### src/slink_config.svh
/*
 * Build-time constants of the serial link.
 * Include this wherever lane, word or credit sizes or register addresses are needed.
 */
`ifndef SLINK_CONFIG_SVH
`define SLINK_CONFIG_SVH

// Physical layer
`define SLINK_NUM_LANES 8
`define SLINK_CLK_DIV_RST 4

// Data link layer
`define SLINK_DATA_W 32
`define SLINK_NUM_CREDITS 8
`define SLINK_FRAME_FLITS 5

// Register word addresses
`define SLINK_REG_CTRL 2'd0
`define SLINK_REG_CLK_DIV 2'd1
`define SLINK_REG_STATUS 2'd2

`endif

### src/slink_pkg.sv
/*
 * Shared types of the serial link, covering lane, word, credit and frame vectors
 * and the frame tag and receive FSM encodings.
 */
`include "slink_config.svh"

package slink_pkg;

  // One beat on the lanes
  typedef logic [`SLINK_NUM_LANES-1:0] flit_t;

  // Stream word and register data
  typedef logic [`SLINK_DATA_W-1:0] data_t;

  // Credit counts from 0 up to the FIFO depth
  typedef logic [$clog2(`SLINK_NUM_CREDITS+1)-1:0] credit_t;

  typedef logic [7:0] clk_div_t;
  typedef logic [1:0] reg_addr_t;

  // Tag in bit 39, credit in 38..35, pad, data in 31..0
  typedef logic [`SLINK_FRAME_FLITS*`SLINK_NUM_LANES-1:0] frame_t;

  typedef enum logic {
    TAG_CREDIT = 1'b0,
    TAG_DATA   = 1'b1
  } tag_e;

  typedef enum logic {
    RX_IDLE    = 1'b0,
    RX_COLLECT = 1'b1
  } rx_state_e;

endpackage

### src/slink.sv
/*
 * Top level of the single-channel serial link. Connects the register block,
 * the transmit and receive data link halves and the physical layer.
 */
`timescale 1ns/1ns

module slink (
  input  logic                 clk_i,
  input  logic                 arst_n_i,
  input  slink_pkg::data_t     data_i,
  input  logic                 data_valid_i,
  output logic                 data_ready_o,
  output slink_pkg::data_t     data_o,
  output logic                 data_valid_o,
  input  logic                 data_ready_i,
  input  logic                 reg_req_i,
  input  logic                 reg_we_i,
  input  slink_pkg::reg_addr_t reg_addr_i,
  input  slink_pkg::data_t     reg_wdata_i,
  output slink_pkg::data_t     reg_rdata_o,
  output logic                 reg_rvalid_o,
  input  logic                 ddr_rcv_clk_i,
  output logic                 ddr_rcv_clk_o,
  input  slink_pkg::flit_t     ddr_i,
  output slink_pkg::flit_t     ddr_o,
  output logic                 clk_ena_o,
  output logic                 reset_no
);

  import slink_pkg::*;

  logic     link_en;
  clk_div_t clk_div;
  logic     fc_clear;
  credit_t  tx_credit;
  credit_t  rx_fill;
  flit_t    tx_flit;
  logic     tx_flit_valid;
  logic     tx_flit_ready;
  flit_t    rx_flit;
  logic     rx_flit_valid;
  credit_t  ret_credit;
  logic     ret_credit_taken;
  credit_t  rcv_credit;
  logic     rcv_credit_valid;

  //////////////////////////////
  // Configuration registers
  //////////////////////////////

  slink_reg i_reg (
    .clk_i, .arst_n_i, .reg_req_i, .reg_we_i, .reg_addr_i, .reg_wdata_i,
    .reg_rdata_o, .reg_rvalid_o,
    .tx_credit_i (tx_credit),
    .rx_fill_i   (rx_fill),
    .link_en_o   (link_en),
    .clk_div_o   (clk_div),
    .fc_clear_o  (fc_clear),
    .clk_ena_o, .reset_no
  );

  //////////////////////////////
  // Data link layer
  //////////////////////////////

  slink_link_tx i_link_tx (
    .clk_i, .arst_n_i,
    .link_en_i          (link_en),
    .fc_clear_i         (fc_clear),
    .data_i, .data_valid_i, .data_ready_o,
    .ret_credit_i       (ret_credit),
    .ret_credit_taken_o (ret_credit_taken),
    .rcv_credit_i       (rcv_credit),
    .rcv_credit_valid_i (rcv_credit_valid),
    .credit_o           (tx_credit),
    .tx_flit_o          (tx_flit),
    .tx_flit_valid_o    (tx_flit_valid),
    .tx_flit_ready_i    (tx_flit_ready)
  );

  slink_link_rx i_link_rx (
    .clk_i, .arst_n_i,
    .fc_clear_i         (fc_clear),
    .rx_flit_i          (rx_flit),
    .rx_flit_valid_i    (rx_flit_valid),
    .data_o, .data_valid_o, .data_ready_i,
    .ret_credit_o       (ret_credit),
    .ret_credit_taken_i (ret_credit_taken),
    .rcv_credit_o       (rcv_credit),
    .rcv_credit_valid_o (rcv_credit_valid),
    .fill_o             (rx_fill)
  );

  //////////////////////////////
  // Physical layer
  //////////////////////////////

  slink_phy i_phy (
    .clk_i, .arst_n_i,
    .link_en_i       (link_en),
    .clk_div_i       (clk_div),
    .tx_flit_i       (tx_flit),
    .tx_flit_valid_i (tx_flit_valid),
    .tx_flit_ready_o (tx_flit_ready),
    .ddr_rcv_clk_o, .ddr_o, .ddr_rcv_clk_i, .ddr_i,
    .rx_flit_o       (rx_flit),
    .rx_flit_valid_o (rx_flit_valid)
  );

endmodule

### src/slink_link_rx.sv
/*
 * Receive half of the data link. Assembles flits into frames, forwards the
 * credit field, stores data words in the receive FIFO and counts freed slots.
 */
`timescale 1ns/1ns
`include "slink_config.svh"

module slink_link_rx (
  input  logic               clk_i,
  input  logic               arst_n_i,
  input  logic               fc_clear_i,
  input  slink_pkg::flit_t   rx_flit_i,
  input  logic               rx_flit_valid_i,
  output slink_pkg::data_t   data_o,
  output logic               data_valid_o,
  input  logic               data_ready_i,
  output slink_pkg::credit_t ret_credit_o,
  input  logic               ret_credit_taken_i,
  output slink_pkg::credit_t rcv_credit_o,
  output logic               rcv_credit_valid_o,
  output slink_pkg::credit_t fill_o
);

  import slink_pkg::*;

  localparam int unsigned Depth    = `SLINK_NUM_CREDITS;
  localparam int unsigned PtrW     = $clog2(Depth);
  localparam int unsigned FrameW   = $bits(frame_t);
  localparam int unsigned LastFlit = `SLINK_FRAME_FLITS - 1;

  rx_state_e       state_q;
  rx_state_e       state_d;
  logic [2:0]      flit_cnt_q;
  frame_t          frame_q;
  logic            frame_done_q;
  tag_e            tag;
  logic            push;
  logic            pop;
  logic [PtrW-1:0] wr_ptr_q;
  logic [PtrW-1:0] rd_ptr_q;
  credit_t         count_q;
  credit_t         ret_q;
  data_t           mem_q [Depth];

  //////////////////////////////
  // Flit assembler
  //////////////////////////////

  always_comb begin
    state_d = state_q;
    case (state_q)
      RX_IDLE: if (rx_flit_valid_i) state_d = RX_COLLECT;
      RX_COLLECT: begin
        if (rx_flit_valid_i && (flit_cnt_q == 3'(LastFlit))) begin
          state_d = RX_IDLE;
        end
      end
      default: state_d = RX_IDLE;
    endcase
  end

  always_ff @(posedge clk_i or negedge arst_n_i) begin
    if (!arst_n_i) begin
      state_q      <= RX_IDLE;
      flit_cnt_q   <= '0;
      frame_done_q <= 1'b0;
    end else begin
      state_q      <= state_d;
      frame_done_q <= rx_flit_valid_i && (state_q == RX_COLLECT) &&
                      (flit_cnt_q == 3'(LastFlit));
      if (rx_flit_valid_i) begin
        flit_cnt_q <= (state_q == RX_IDLE) ? 3'd1 : flit_cnt_q + 1'b1;
      end
    end
  end

  always_ff @(posedge clk_i) begin
    if (rx_flit_valid_i) begin
      frame_q <= {frame_q[FrameW-`SLINK_NUM_LANES-1:0], rx_flit_i};
    end
  end

  assign tag                = tag_e'(frame_q[FrameW-1]);
  assign rcv_credit_o       = frame_q[FrameW-2 -: $bits(credit_t)];
  assign rcv_credit_valid_o = frame_done_q;
  assign push               = frame_done_q && (tag == TAG_DATA);

  //////////////////////////////
  // Receive FIFO
  //////////////////////////////

  assign data_valid_o = (count_q != '0);
  assign data_o       = mem_q[rd_ptr_q];
  assign pop          = data_valid_o && data_ready_i;
  assign fill_o       = count_q;

  always_ff @(posedge clk_i) begin
    if (push) begin
      mem_q[wr_ptr_q] <= frame_q[`SLINK_DATA_W-1:0];
    end
  end

  always_ff @(posedge clk_i or negedge arst_n_i) begin
    if (!arst_n_i) begin
      wr_ptr_q <= '0;
      rd_ptr_q <= '0;
      count_q  <= '0;
      ret_q    <= '0;
    end else if (fc_clear_i) begin
      wr_ptr_q <= '0;
      rd_ptr_q <= '0;
      count_q  <= '0;
      ret_q    <= '0;
    end else begin
      wr_ptr_q <= wr_ptr_q + PtrW'(push);
      rd_ptr_q <= rd_ptr_q + PtrW'(pop);
      count_q  <= count_q + credit_t'(push) - credit_t'(pop);
      // Freed slots wait here until a frame picks them up
      if (ret_credit_taken_i) begin
        ret_q <= credit_t'(pop);
      end else if (pop) begin
        ret_q <= ret_q + 1'b1;
      end
    end
  end

  assign ret_credit_o = ret_q;

  // Far-end credit accounting keeps a free slot for every data frame
  assert property (@(posedge clk_i) disable iff (!arst_n_i)
    push |-> (count_q < credit_t'(Depth)));

endmodule

### src/slink_link_tx.sv
/*
 * Transmit half of the data link. Packs stream words or returned credits
 * into frames, tracks the remote FIFO credits and hands flits to the PHY.
 */
`timescale 1ns/1ns
`include "slink_config.svh"

module slink_link_tx (
  input  logic               clk_i,
  input  logic               arst_n_i,
  input  logic               link_en_i,
  input  logic               fc_clear_i,
  input  slink_pkg::data_t   data_i,
  input  logic               data_valid_i,
  output logic               data_ready_o,
  input  slink_pkg::credit_t ret_credit_i,
  output logic               ret_credit_taken_o,
  input  slink_pkg::credit_t rcv_credit_i,
  input  logic               rcv_credit_valid_i,
  output slink_pkg::credit_t credit_o,
  output slink_pkg::flit_t   tx_flit_o,
  output logic               tx_flit_valid_o,
  input  logic               tx_flit_ready_i
);

  import slink_pkg::*;

  localparam int unsigned LastFlit = `SLINK_FRAME_FLITS - 1;

  credit_t    credit_q;
  credit_t    credit_d;
  logic       busy_q;
  logic [2:0] flit_cnt_q;
  frame_t     frame_q;
  frame_t     frame_d;
  data_t      payload;
  tag_e       tag;
  logic       send_data;
  logic       send_credit;
  logic       start;
  logic       flit_last;

  //////////////////////////////
  // Frame selection
  //////////////////////////////

  assign data_ready_o = link_en_i && !busy_q && (credit_q != '0);
  assign send_data    = data_valid_i && data_ready_o;
  // Credit-only frame when there is nothing to carry but freed slots
  assign send_credit  = link_en_i && !busy_q && !send_data && (ret_credit_i != '0);
  assign start        = send_data || send_credit;

  // Every frame carries the pending credits, so both kinds consume them
  assign ret_credit_taken_o = start;

  assign tag     = send_data ? TAG_DATA : TAG_CREDIT;
  assign payload = send_data ? data_i : '0;
  assign frame_d = {tag, ret_credit_i, 3'b000, payload};

  //////////////////////////////
  // Credit counter
  //////////////////////////////

  always_comb begin
    credit_d = credit_q;
    if (fc_clear_i) begin
      credit_d = credit_t'(`SLINK_NUM_CREDITS);
    end else begin
      if (send_data) begin
        credit_d = credit_d - 1'b1;
      end
      if (rcv_credit_valid_i) begin
        credit_d = credit_d + rcv_credit_i;
      end
    end
  end

  //////////////////////////////
  // Flit sequencer
  //////////////////////////////

  assign flit_last = tx_flit_ready_i && (flit_cnt_q == 3'(LastFlit));

  always_ff @(posedge clk_i or negedge arst_n_i) begin
    if (!arst_n_i) begin
      credit_q   <= credit_t'(`SLINK_NUM_CREDITS);
      busy_q     <= 1'b0;
      flit_cnt_q <= '0;
    end else begin
      credit_q <= credit_d;
      if (start) begin
        busy_q     <= 1'b1;
        flit_cnt_q <= '0;
      end else if (tx_flit_ready_i) begin
        flit_cnt_q <= flit_cnt_q + 1'b1;
        if (flit_last) begin
          busy_q <= 1'b0;
        end
      end
    end
  end

  // Flit 0 sits in the top byte and leaves first
  always_ff @(posedge clk_i) begin
    if (start) begin
      frame_q <= frame_d;
    end else if (tx_flit_ready_i) begin
      frame_q <= frame_q << `SLINK_NUM_LANES;
    end
  end

  assign tx_flit_o       = frame_q[$bits(frame_t)-1 -: `SLINK_NUM_LANES];
  assign tx_flit_valid_o = busy_q;
  assign credit_o        = credit_q;

  // Returned credits never exceed the slots of the far-end FIFO
  assert property (@(posedge clk_i) disable iff (!arst_n_i)
    credit_q <= credit_t'(`SLINK_NUM_CREDITS));

endmodule

### src/slink_phy.sv
/*
 * Physical layer of the serial link. Drives one flit per forwarded-clock period
 * on the lanes and samples the incoming lanes with a synchronized copy
 * of the received forwarded clock.
 */
`timescale 1ns/1ns

module slink_phy (
  input  logic                clk_i,
  input  logic                arst_n_i,
  input  logic                link_en_i,
  input  slink_pkg::clk_div_t clk_div_i,
  input  slink_pkg::flit_t    tx_flit_i,
  input  logic                tx_flit_valid_i,
  output logic                tx_flit_ready_o,
  output logic                ddr_rcv_clk_o,
  output slink_pkg::flit_t    ddr_o,
  input  logic                ddr_rcv_clk_i,
  input  slink_pkg::flit_t    ddr_i,
  output slink_pkg::flit_t    rx_flit_o,
  output logic                rx_flit_valid_o
);

  import slink_pkg::*;

  clk_div_t div_cnt_q;
  clk_div_t half_div;
  logic     sending_q;
  logic     period_end;
  logic     take;
  logic     fwd_clk_q;
  flit_t    lanes_q;
  logic     rcv_clk_s1_q;
  logic     rcv_clk_s2_q;
  logic     rcv_clk_s3_q;
  flit_t    lanes_s1_q;
  flit_t    lanes_s2_q;
  logic     rcv_rise;
  flit_t    rx_flit_q;
  logic     rx_valid_q;

  //////////////////////////////
  // Transmit side
  //////////////////////////////

  assign half_div   = clk_div_i >> 1;
  assign period_end = sending_q && (div_cnt_q == clk_div_i - 1'b1);

  // Next flit is taken at the start of a period, back to back if one is waiting
  assign take            = link_en_i && tx_flit_valid_i && (!sending_q || period_end);
  assign tx_flit_ready_o = take;

  always_ff @(posedge clk_i or negedge arst_n_i) begin
    if (!arst_n_i) begin
      sending_q <= 1'b0;
      div_cnt_q <= '0;
      fwd_clk_q <= 1'b0;
      lanes_q   <= '0;
    end else if (take) begin
      // Falling forwarded edge together with the new lane value
      sending_q <= 1'b1;
      div_cnt_q <= '0;
      fwd_clk_q <= 1'b0;
      lanes_q   <= tx_flit_i;
    end else if (period_end) begin
      // Nothing more to send, park the clock low
      sending_q <= 1'b0;
      div_cnt_q <= '0;
      fwd_clk_q <= 1'b0;
    end else if (sending_q) begin
      div_cnt_q <= div_cnt_q + 1'b1;
      // Rising edge half a period in, lanes already stable
      if (div_cnt_q == half_div - 1'b1) begin
        fwd_clk_q <= 1'b1;
      end
    end
  end

  assign ddr_rcv_clk_o = fwd_clk_q;
  assign ddr_o         = lanes_q;

  //////////////////////////////
  // Receive side
  //////////////////////////////

  // Clock and lanes go through the same two-flop depth to stay aligned
  always_ff @(posedge clk_i or negedge arst_n_i) begin
    if (!arst_n_i) begin
      rcv_clk_s1_q <= 1'b0;
      rcv_clk_s2_q <= 1'b0;
      rcv_clk_s3_q <= 1'b0;
      rx_valid_q   <= 1'b0;
    end else begin
      rcv_clk_s1_q <= ddr_rcv_clk_i;
      rcv_clk_s2_q <= rcv_clk_s1_q;
      rcv_clk_s3_q <= rcv_clk_s2_q;
      rx_valid_q   <= rcv_rise;
    end
  end

  always_ff @(posedge clk_i) begin
    lanes_s1_q <= ddr_i;
    lanes_s2_q <= lanes_s1_q;
    if (rcv_rise) begin
      rx_flit_q <= lanes_s2_q;
    end
  end

  assign rcv_rise        = rcv_clk_s2_q && !rcv_clk_s3_q;  // edge detect
  assign rx_flit_o       = rx_flit_q;
  assign rx_flit_valid_o = rx_valid_q;

endmodule

### src/slink_reg.sv
/*
 * Configuration and status registers of the serial link behind a strobe port.
 * Writes land at the clock edge, reads return one cycle later with reg_rvalid_o.
 */
`timescale 1ns/1ns
`include "slink_config.svh"

module slink_reg (
  input  logic                 clk_i,
  input  logic                 arst_n_i,
  input  logic                 reg_req_i,
  input  logic                 reg_we_i,
  input  slink_pkg::reg_addr_t reg_addr_i,
  input  slink_pkg::data_t     reg_wdata_i,
  output slink_pkg::data_t     reg_rdata_o,
  output logic                 reg_rvalid_o,
  input  slink_pkg::credit_t   tx_credit_i,
  input  slink_pkg::credit_t   rx_fill_i,
  output logic                 link_en_o,
  output slink_pkg::clk_div_t  clk_div_o,
  output logic                 fc_clear_o,
  output logic                 clk_ena_o,
  output logic                 reset_no
);

  import slink_pkg::*;

  logic     wr_ctrl;
  logic     wr_clk_div;
  logic     rd_req;
  logic     link_en_q;
  logic     clk_ena_q;
  logic     reset_n_q;
  logic     fc_clear_q;
  clk_div_t clk_div_q;
  data_t    rdata_d;
  data_t    rdata_q;
  logic     rvalid_q;

  assign wr_ctrl    = reg_req_i && reg_we_i && (reg_addr_i == `SLINK_REG_CTRL);
  assign wr_clk_div = reg_req_i && reg_we_i && (reg_addr_i == `SLINK_REG_CLK_DIV);
  assign rd_req     = reg_req_i && !reg_we_i;

  always_ff @(posedge clk_i or negedge arst_n_i) begin
    if (!arst_n_i) begin
      link_en_q  <= 1'b0;
      clk_ena_q  <= 1'b0;
      reset_n_q  <= 1'b0;
      fc_clear_q <= 1'b0;
      clk_div_q  <= clk_div_t'(`SLINK_CLK_DIV_RST);
      rvalid_q   <= 1'b0;
    end else begin
      // Clear bit is not stored, it only fires a pulse
      fc_clear_q <= wr_ctrl && reg_wdata_i[3];
      rvalid_q   <= rd_req;
      if (wr_ctrl) begin
        link_en_q <= reg_wdata_i[0];
        clk_ena_q <= reg_wdata_i[1];
        reset_n_q <= reg_wdata_i[2];
      end
      if (wr_clk_div) begin
        clk_div_q <= reg_wdata_i[7:0];
      end
    end
  end

  // Read mux
  always_comb begin
    rdata_d = '0;
    case (reg_addr_i)
      `SLINK_REG_CTRL:    rdata_d[2:0] = {reset_n_q, clk_ena_q, link_en_q};
      `SLINK_REG_CLK_DIV: rdata_d[7:0] = clk_div_q;
      `SLINK_REG_STATUS:  rdata_d[7:0] = {rx_fill_i, tx_credit_i};
      default:            rdata_d      = '0;
    endcase
  end

  always_ff @(posedge clk_i) begin
    if (rd_req) begin
      rdata_q <= rdata_d;
    end
  end

  assign reg_rdata_o  = rdata_q;
  assign reg_rvalid_o = rvalid_q;
  assign link_en_o    = link_en_q;
  assign clk_div_o    = clk_div_q;
  assign fc_clear_o   = fc_clear_q;
  assign clk_ena_o    = clk_ena_q;
  assign reset_no     = reset_n_q;

  // The forwarded clock needs two equal halves of at least two cycles each
  assert property (@(posedge clk_i) disable iff (!arst_n_i)
    wr_clk_div |=> (clk_div_o[0] == 1'b0) && (clk_div_o >= 8'd4));

endmodule

### config.mk
export PLATFORM = sky130hd
export DESIGN_NAME = slink
export DESIGN_NICKNAME = d
export VERILOG_FILES = /design/src/slink_pkg.sv /design/src/slink.sv /design/src/slink_link_rx.sv /design/src/slink_link_tx.sv /design/src/slink_phy.sv /design/src/slink_reg.sv
export VERILOG_INCLUDE_DIRS = /design/src
export SDC_FILE = /design/constraint.sdc
export NUM_CORES = 1
export LEC_CHECK = 0
export ABC_AREA = 1
export ABC_CLOCK_PERIOD_IN_PS = 3600
export BUFFER_PORTS_ARGS = -buffer_cell sky130_fd_sc_hd__buf_2
export CAP_MARGIN = 20
export CORE_ASPECT_RATIO = 1.5
export CORE_UTILIZATION = 55
export CTS_BUF_LIST = sky130_fd_sc_hd__clkbuf_4
export DETAILED_ROUTE_END_ITERATION = 8
export GPL_ROUTABILITY_DRIVEN = 0
export PLACE_DENSITY = 0.74
export SLEW_MARGIN = 20
export SYNTH_ARGS = -nofsm -noshare
export SYNTH_HDL_FRONTEND = slang
export SYNTH_HIERARCHICAL = 1
export SYNTH_SLANG_ARGS = --single-unit
### constraint.sdc
create_clock -name clk_i -period 3.6 [get_ports clk_i]
set_input_delay 0.36 -clock clk_i [delete_from_list [all_inputs] [get_ports clk_i]]
set_output_delay 0.36 -clock clk_i [all_outputs]
set_load 0.1 [all_outputs]
==> reports/qor.txt <==
Pleak: 8.57 nW
Core Util, Final: 63.5%
Number of global-route vias before repair: 12,241
Syn_area_per_cell: 11.0 um2
Tcrit/Tclk final: 92.1%
Detailed Route WL: 38,000 um
Worst path bufs/invs: 3
Unrepaired setup endpoints after global routing: false
DP Wirelength: 21,200 um
CP most frequent cell: nand2_1
Netlist cell types: 39
Synth top area cells: edfxtp_1, nand2_1, dfrtp_1
First-pass GRT wire length: 59,900 um
YS warnings: 6
Critical path's largest stage delay: 680 ps
Core Region: 32,500 um2
Worst Path Required: 3240 ps
Root buf cell: clkbuf_4
Gr usage total: 23.4%
Fill cells: 2,440
Synth Register Bits: 427
Max cap viols: 0
Worst slew pin tran: 1020 ps
Placed cells: 2,114
Nets@finish: 1,958
Setup ws final: 285 ps
Asr flop ratio synth: 14.5%
Path depth of the worst reg2reg path: 15
Status: finished clean
# port buffers: 110
Layout cell share with drive strength beyond 1: 17.0%
Non-Filler Instances: 2,342
Final Slew Violations: 0
Final Hold Viols: 0
Die Wd: 150 um
Peak supply drop: 0.000739 V
Post-place setup slack: 728 ps
Most common cell after layout, fill and taps aside: nand2_1
Largest net degree at the start of global routing: 98
Setup Skew: 34.3 ps
Clock Sinks: 427
Multi-input gate area: 4740 um2
Routed vias: 12,236
Worst setup SP type: register
Rows: 81
Sequential area share after synthesis: 68.0%
CP max FO: 57
Crit path depth: 7
P&R area growth vs syn: 14.0%
Power density over cell area: 814 nW/um2
# H-tree levels: 3
Remaining DRCs: 0
Worst Setup End Kind: primary output
WL/cell: 16.2 um
Slowest stage cell, crit path: dfrtp_4
Primary FF master, synth: edfxtp_1
Final min period: 3320 ps
Hold depth: 5
First-pass iteration count of the detailed router: 5
Sequential Area: 12,300 um2
Antenna Nets Post-Route: 0
Initial antenna violation count: 1
I/O pins: 159
Total grt overflow: 0
Final setup vio count: 0
Die height: 224 um
Delay-heaviest family, CP: buffers and inverters
Num CTS Buffers: 93
Hold WC Path Type: input pin to register
Initial Utilization: 55.7%
Synthesized cell area: 18,100 um2
CTS tree: done
DIE AREA: 33,700 um2
Longest Clk Path Bufs: 3
Power, Total: 0.0168 W
Worst-skew pair later-pin latency: 760 ps
Final setup TNS: 0 ps
Commonest cells after routing, fill and taps aside: nand2_1, edfxtp_1, nor2_1
Arrival time worst endpoint: 2960 ps
Post-Syn Instances: 1,650
Crit-path cells: inv_2 -> buf_12 -> o21ai_0 -> nand2_1 -> nand2_1 -> nand2_1 -> buf_2
Vias/cell: 5.22
Drt initial violations: 639
FMAX: 302 MHz
Top cell type's share of synthesized area: 57.3%
EDFF count, synth: 346
Slew HR: 32.1%
Largest area contributor in the netlist: edfxtp_1
Clk pin slew, worst setup/hold paths: 70 ps
Critical path type: register to primary output
-- synth_stat cells, types with 3 or more instances --
| library cell | count |
|---|---|
| a21oi_1 | 25 |
| o21ai_1 | 42 |
| ha_1 | 23 |
| buf_1 | 5 |
| nand4_1 | 5 |
| o21ai_0 | 84 |
| o21ai_2 | 18 |
| o211ai_1 | 32 |
| nor3_1 | 3 |
| xnor2_1 | 12 |
| xor2_1 | 12 |
| nand2_1 | 409 |
| nand3_1 | 47 |
| buf_6 | 14 |
| nor2_1 | 252 |
| dfxtp_1 | 19 |
| edfxtp_1 | 346 |
| dfrtp_1 | 60 |
| buf_4 | 41 |
| inv_1 | 131 |
| inv_2 | 4 |
| buf_2 | 27 |
| clkbuf_1 | 16 |
-- flip-flops by register name (all words and copies together) (netlist names), 3 cells and up --
signal                  flops
i_link_rx/ret_credit_o      4
i_link_tx/flit_cnt_q        3
i_link_rx/mem_q           256
i_phy/rx_flit_o             8
i_link_rx/frame_q          37
i_link_rx/fill_o            4
i_phy/div_cnt_q             8
i_link_rx/rd_ptr_q          3
i_link_tx/credit_o          4
i_link_rx/flit_cnt_q        3
i_reg/reg_rdata_o           8
i_phy/lanes_s2_q            8
i_phy/ddr_o                 8
i_link_tx/frame_q          40
i_reg/clk_div_o             8
i_link_rx/wr_ptr_q          3
i_phy/lanes_s1_q            8
-- cells by family (layout without fill, tap and decap cells) --
family | after synthesis | count (layout) | synth area share (%)
XOR/XNOR | 24 | 24 | 1.16
AND/OR/NAND/NOR | 728 | 728 | 15.9
AO/OA/AOI/OAI | 203 | 203 | 6.47
other | 1 | 25 | 0.0207
buffers and inverters | 242 | 495 | 6.66
flip-flops | 427 | 427 | 68.0
adder cells (fa/ha/maj) | 25 | 25 | 1.81
-- where the power goes --
part | switching (W) | leakage [nW] | internal [W] | total (W)
combinational | 0.00541 | 3.78 | 0.00156 | 0.00697
sequential | 0.000401 | 4.06 | 0.00570 | 0.00610
clock | 0.00181 | 0.729 | 0.00194 | 0.00375
-- worst paths after layout --
path,start,end,slack (ps)
worst max-delay path,i_link_rx/rd_ptr_q[0],data_o[7],280
worst min-delay path,reg_addr_i[1],i_reg/reg_rdata_o[1],180
worst max register to register,i_reg/clk_div_o[1],i_link_tx/frame_q[11],720
worst min register to register,i_phy/lanes_s1_q[6],i_phy/lanes_s2_q[6],330
max in group asynchronous,arst_n_i,i_phy/rx_flit_valid_o,2530
min in group asynchronous,arst_n_i,i_phy/ddr_rcv_clk_o,300
-- through the flow --
stage | area (um2) | hold WS [ps]
finish | 20700 | 178
global route | 20700 | 153
CTS | 20600 | 104
detailed placement | 18800 | 313
global placement | 18800 | 312
floorplan | 18200 | 64.4
-- timing repair --
item	CTS	global route
hold buffers	57	0
resized for setup	0	0
endpoints found under the setup margin	0	24
endpoints found under the hold margin	93	0
buffers inserted	0	1
-- worst min-delay path: stages --
cell and delay [ps]:
buf_2 110, ha_1 140, inv_1 50, nand2_1 60, inv_1 30
-- area by class of cell --
type | instances | area share, %
Antenna cell | 1 | 0.0121
Inverter | 138 | 2.53
Tap cell | 415 | 2.51
Clock buffer | 134 | 4.87
Clock inverter | 35 | 1.08
Timing Repair Buffer | 188 | 6.43
Sequential cell | 427 | 59.7
Multi-Input combinational cell | 1004 | 22.9
-- metal layers --
layer / vias up / wire, um / track usage, %
met2: 432 / 20200 / 41.9
met3: 117 / 2280 / 4.48
met4: 0 / 1500 / 13.2
li1: 5879 / - / -
met1: 5808 / 14100 / 25.5
met5: - / 0 / 0
Note: power is estimated with default switching activity, not from simulation.
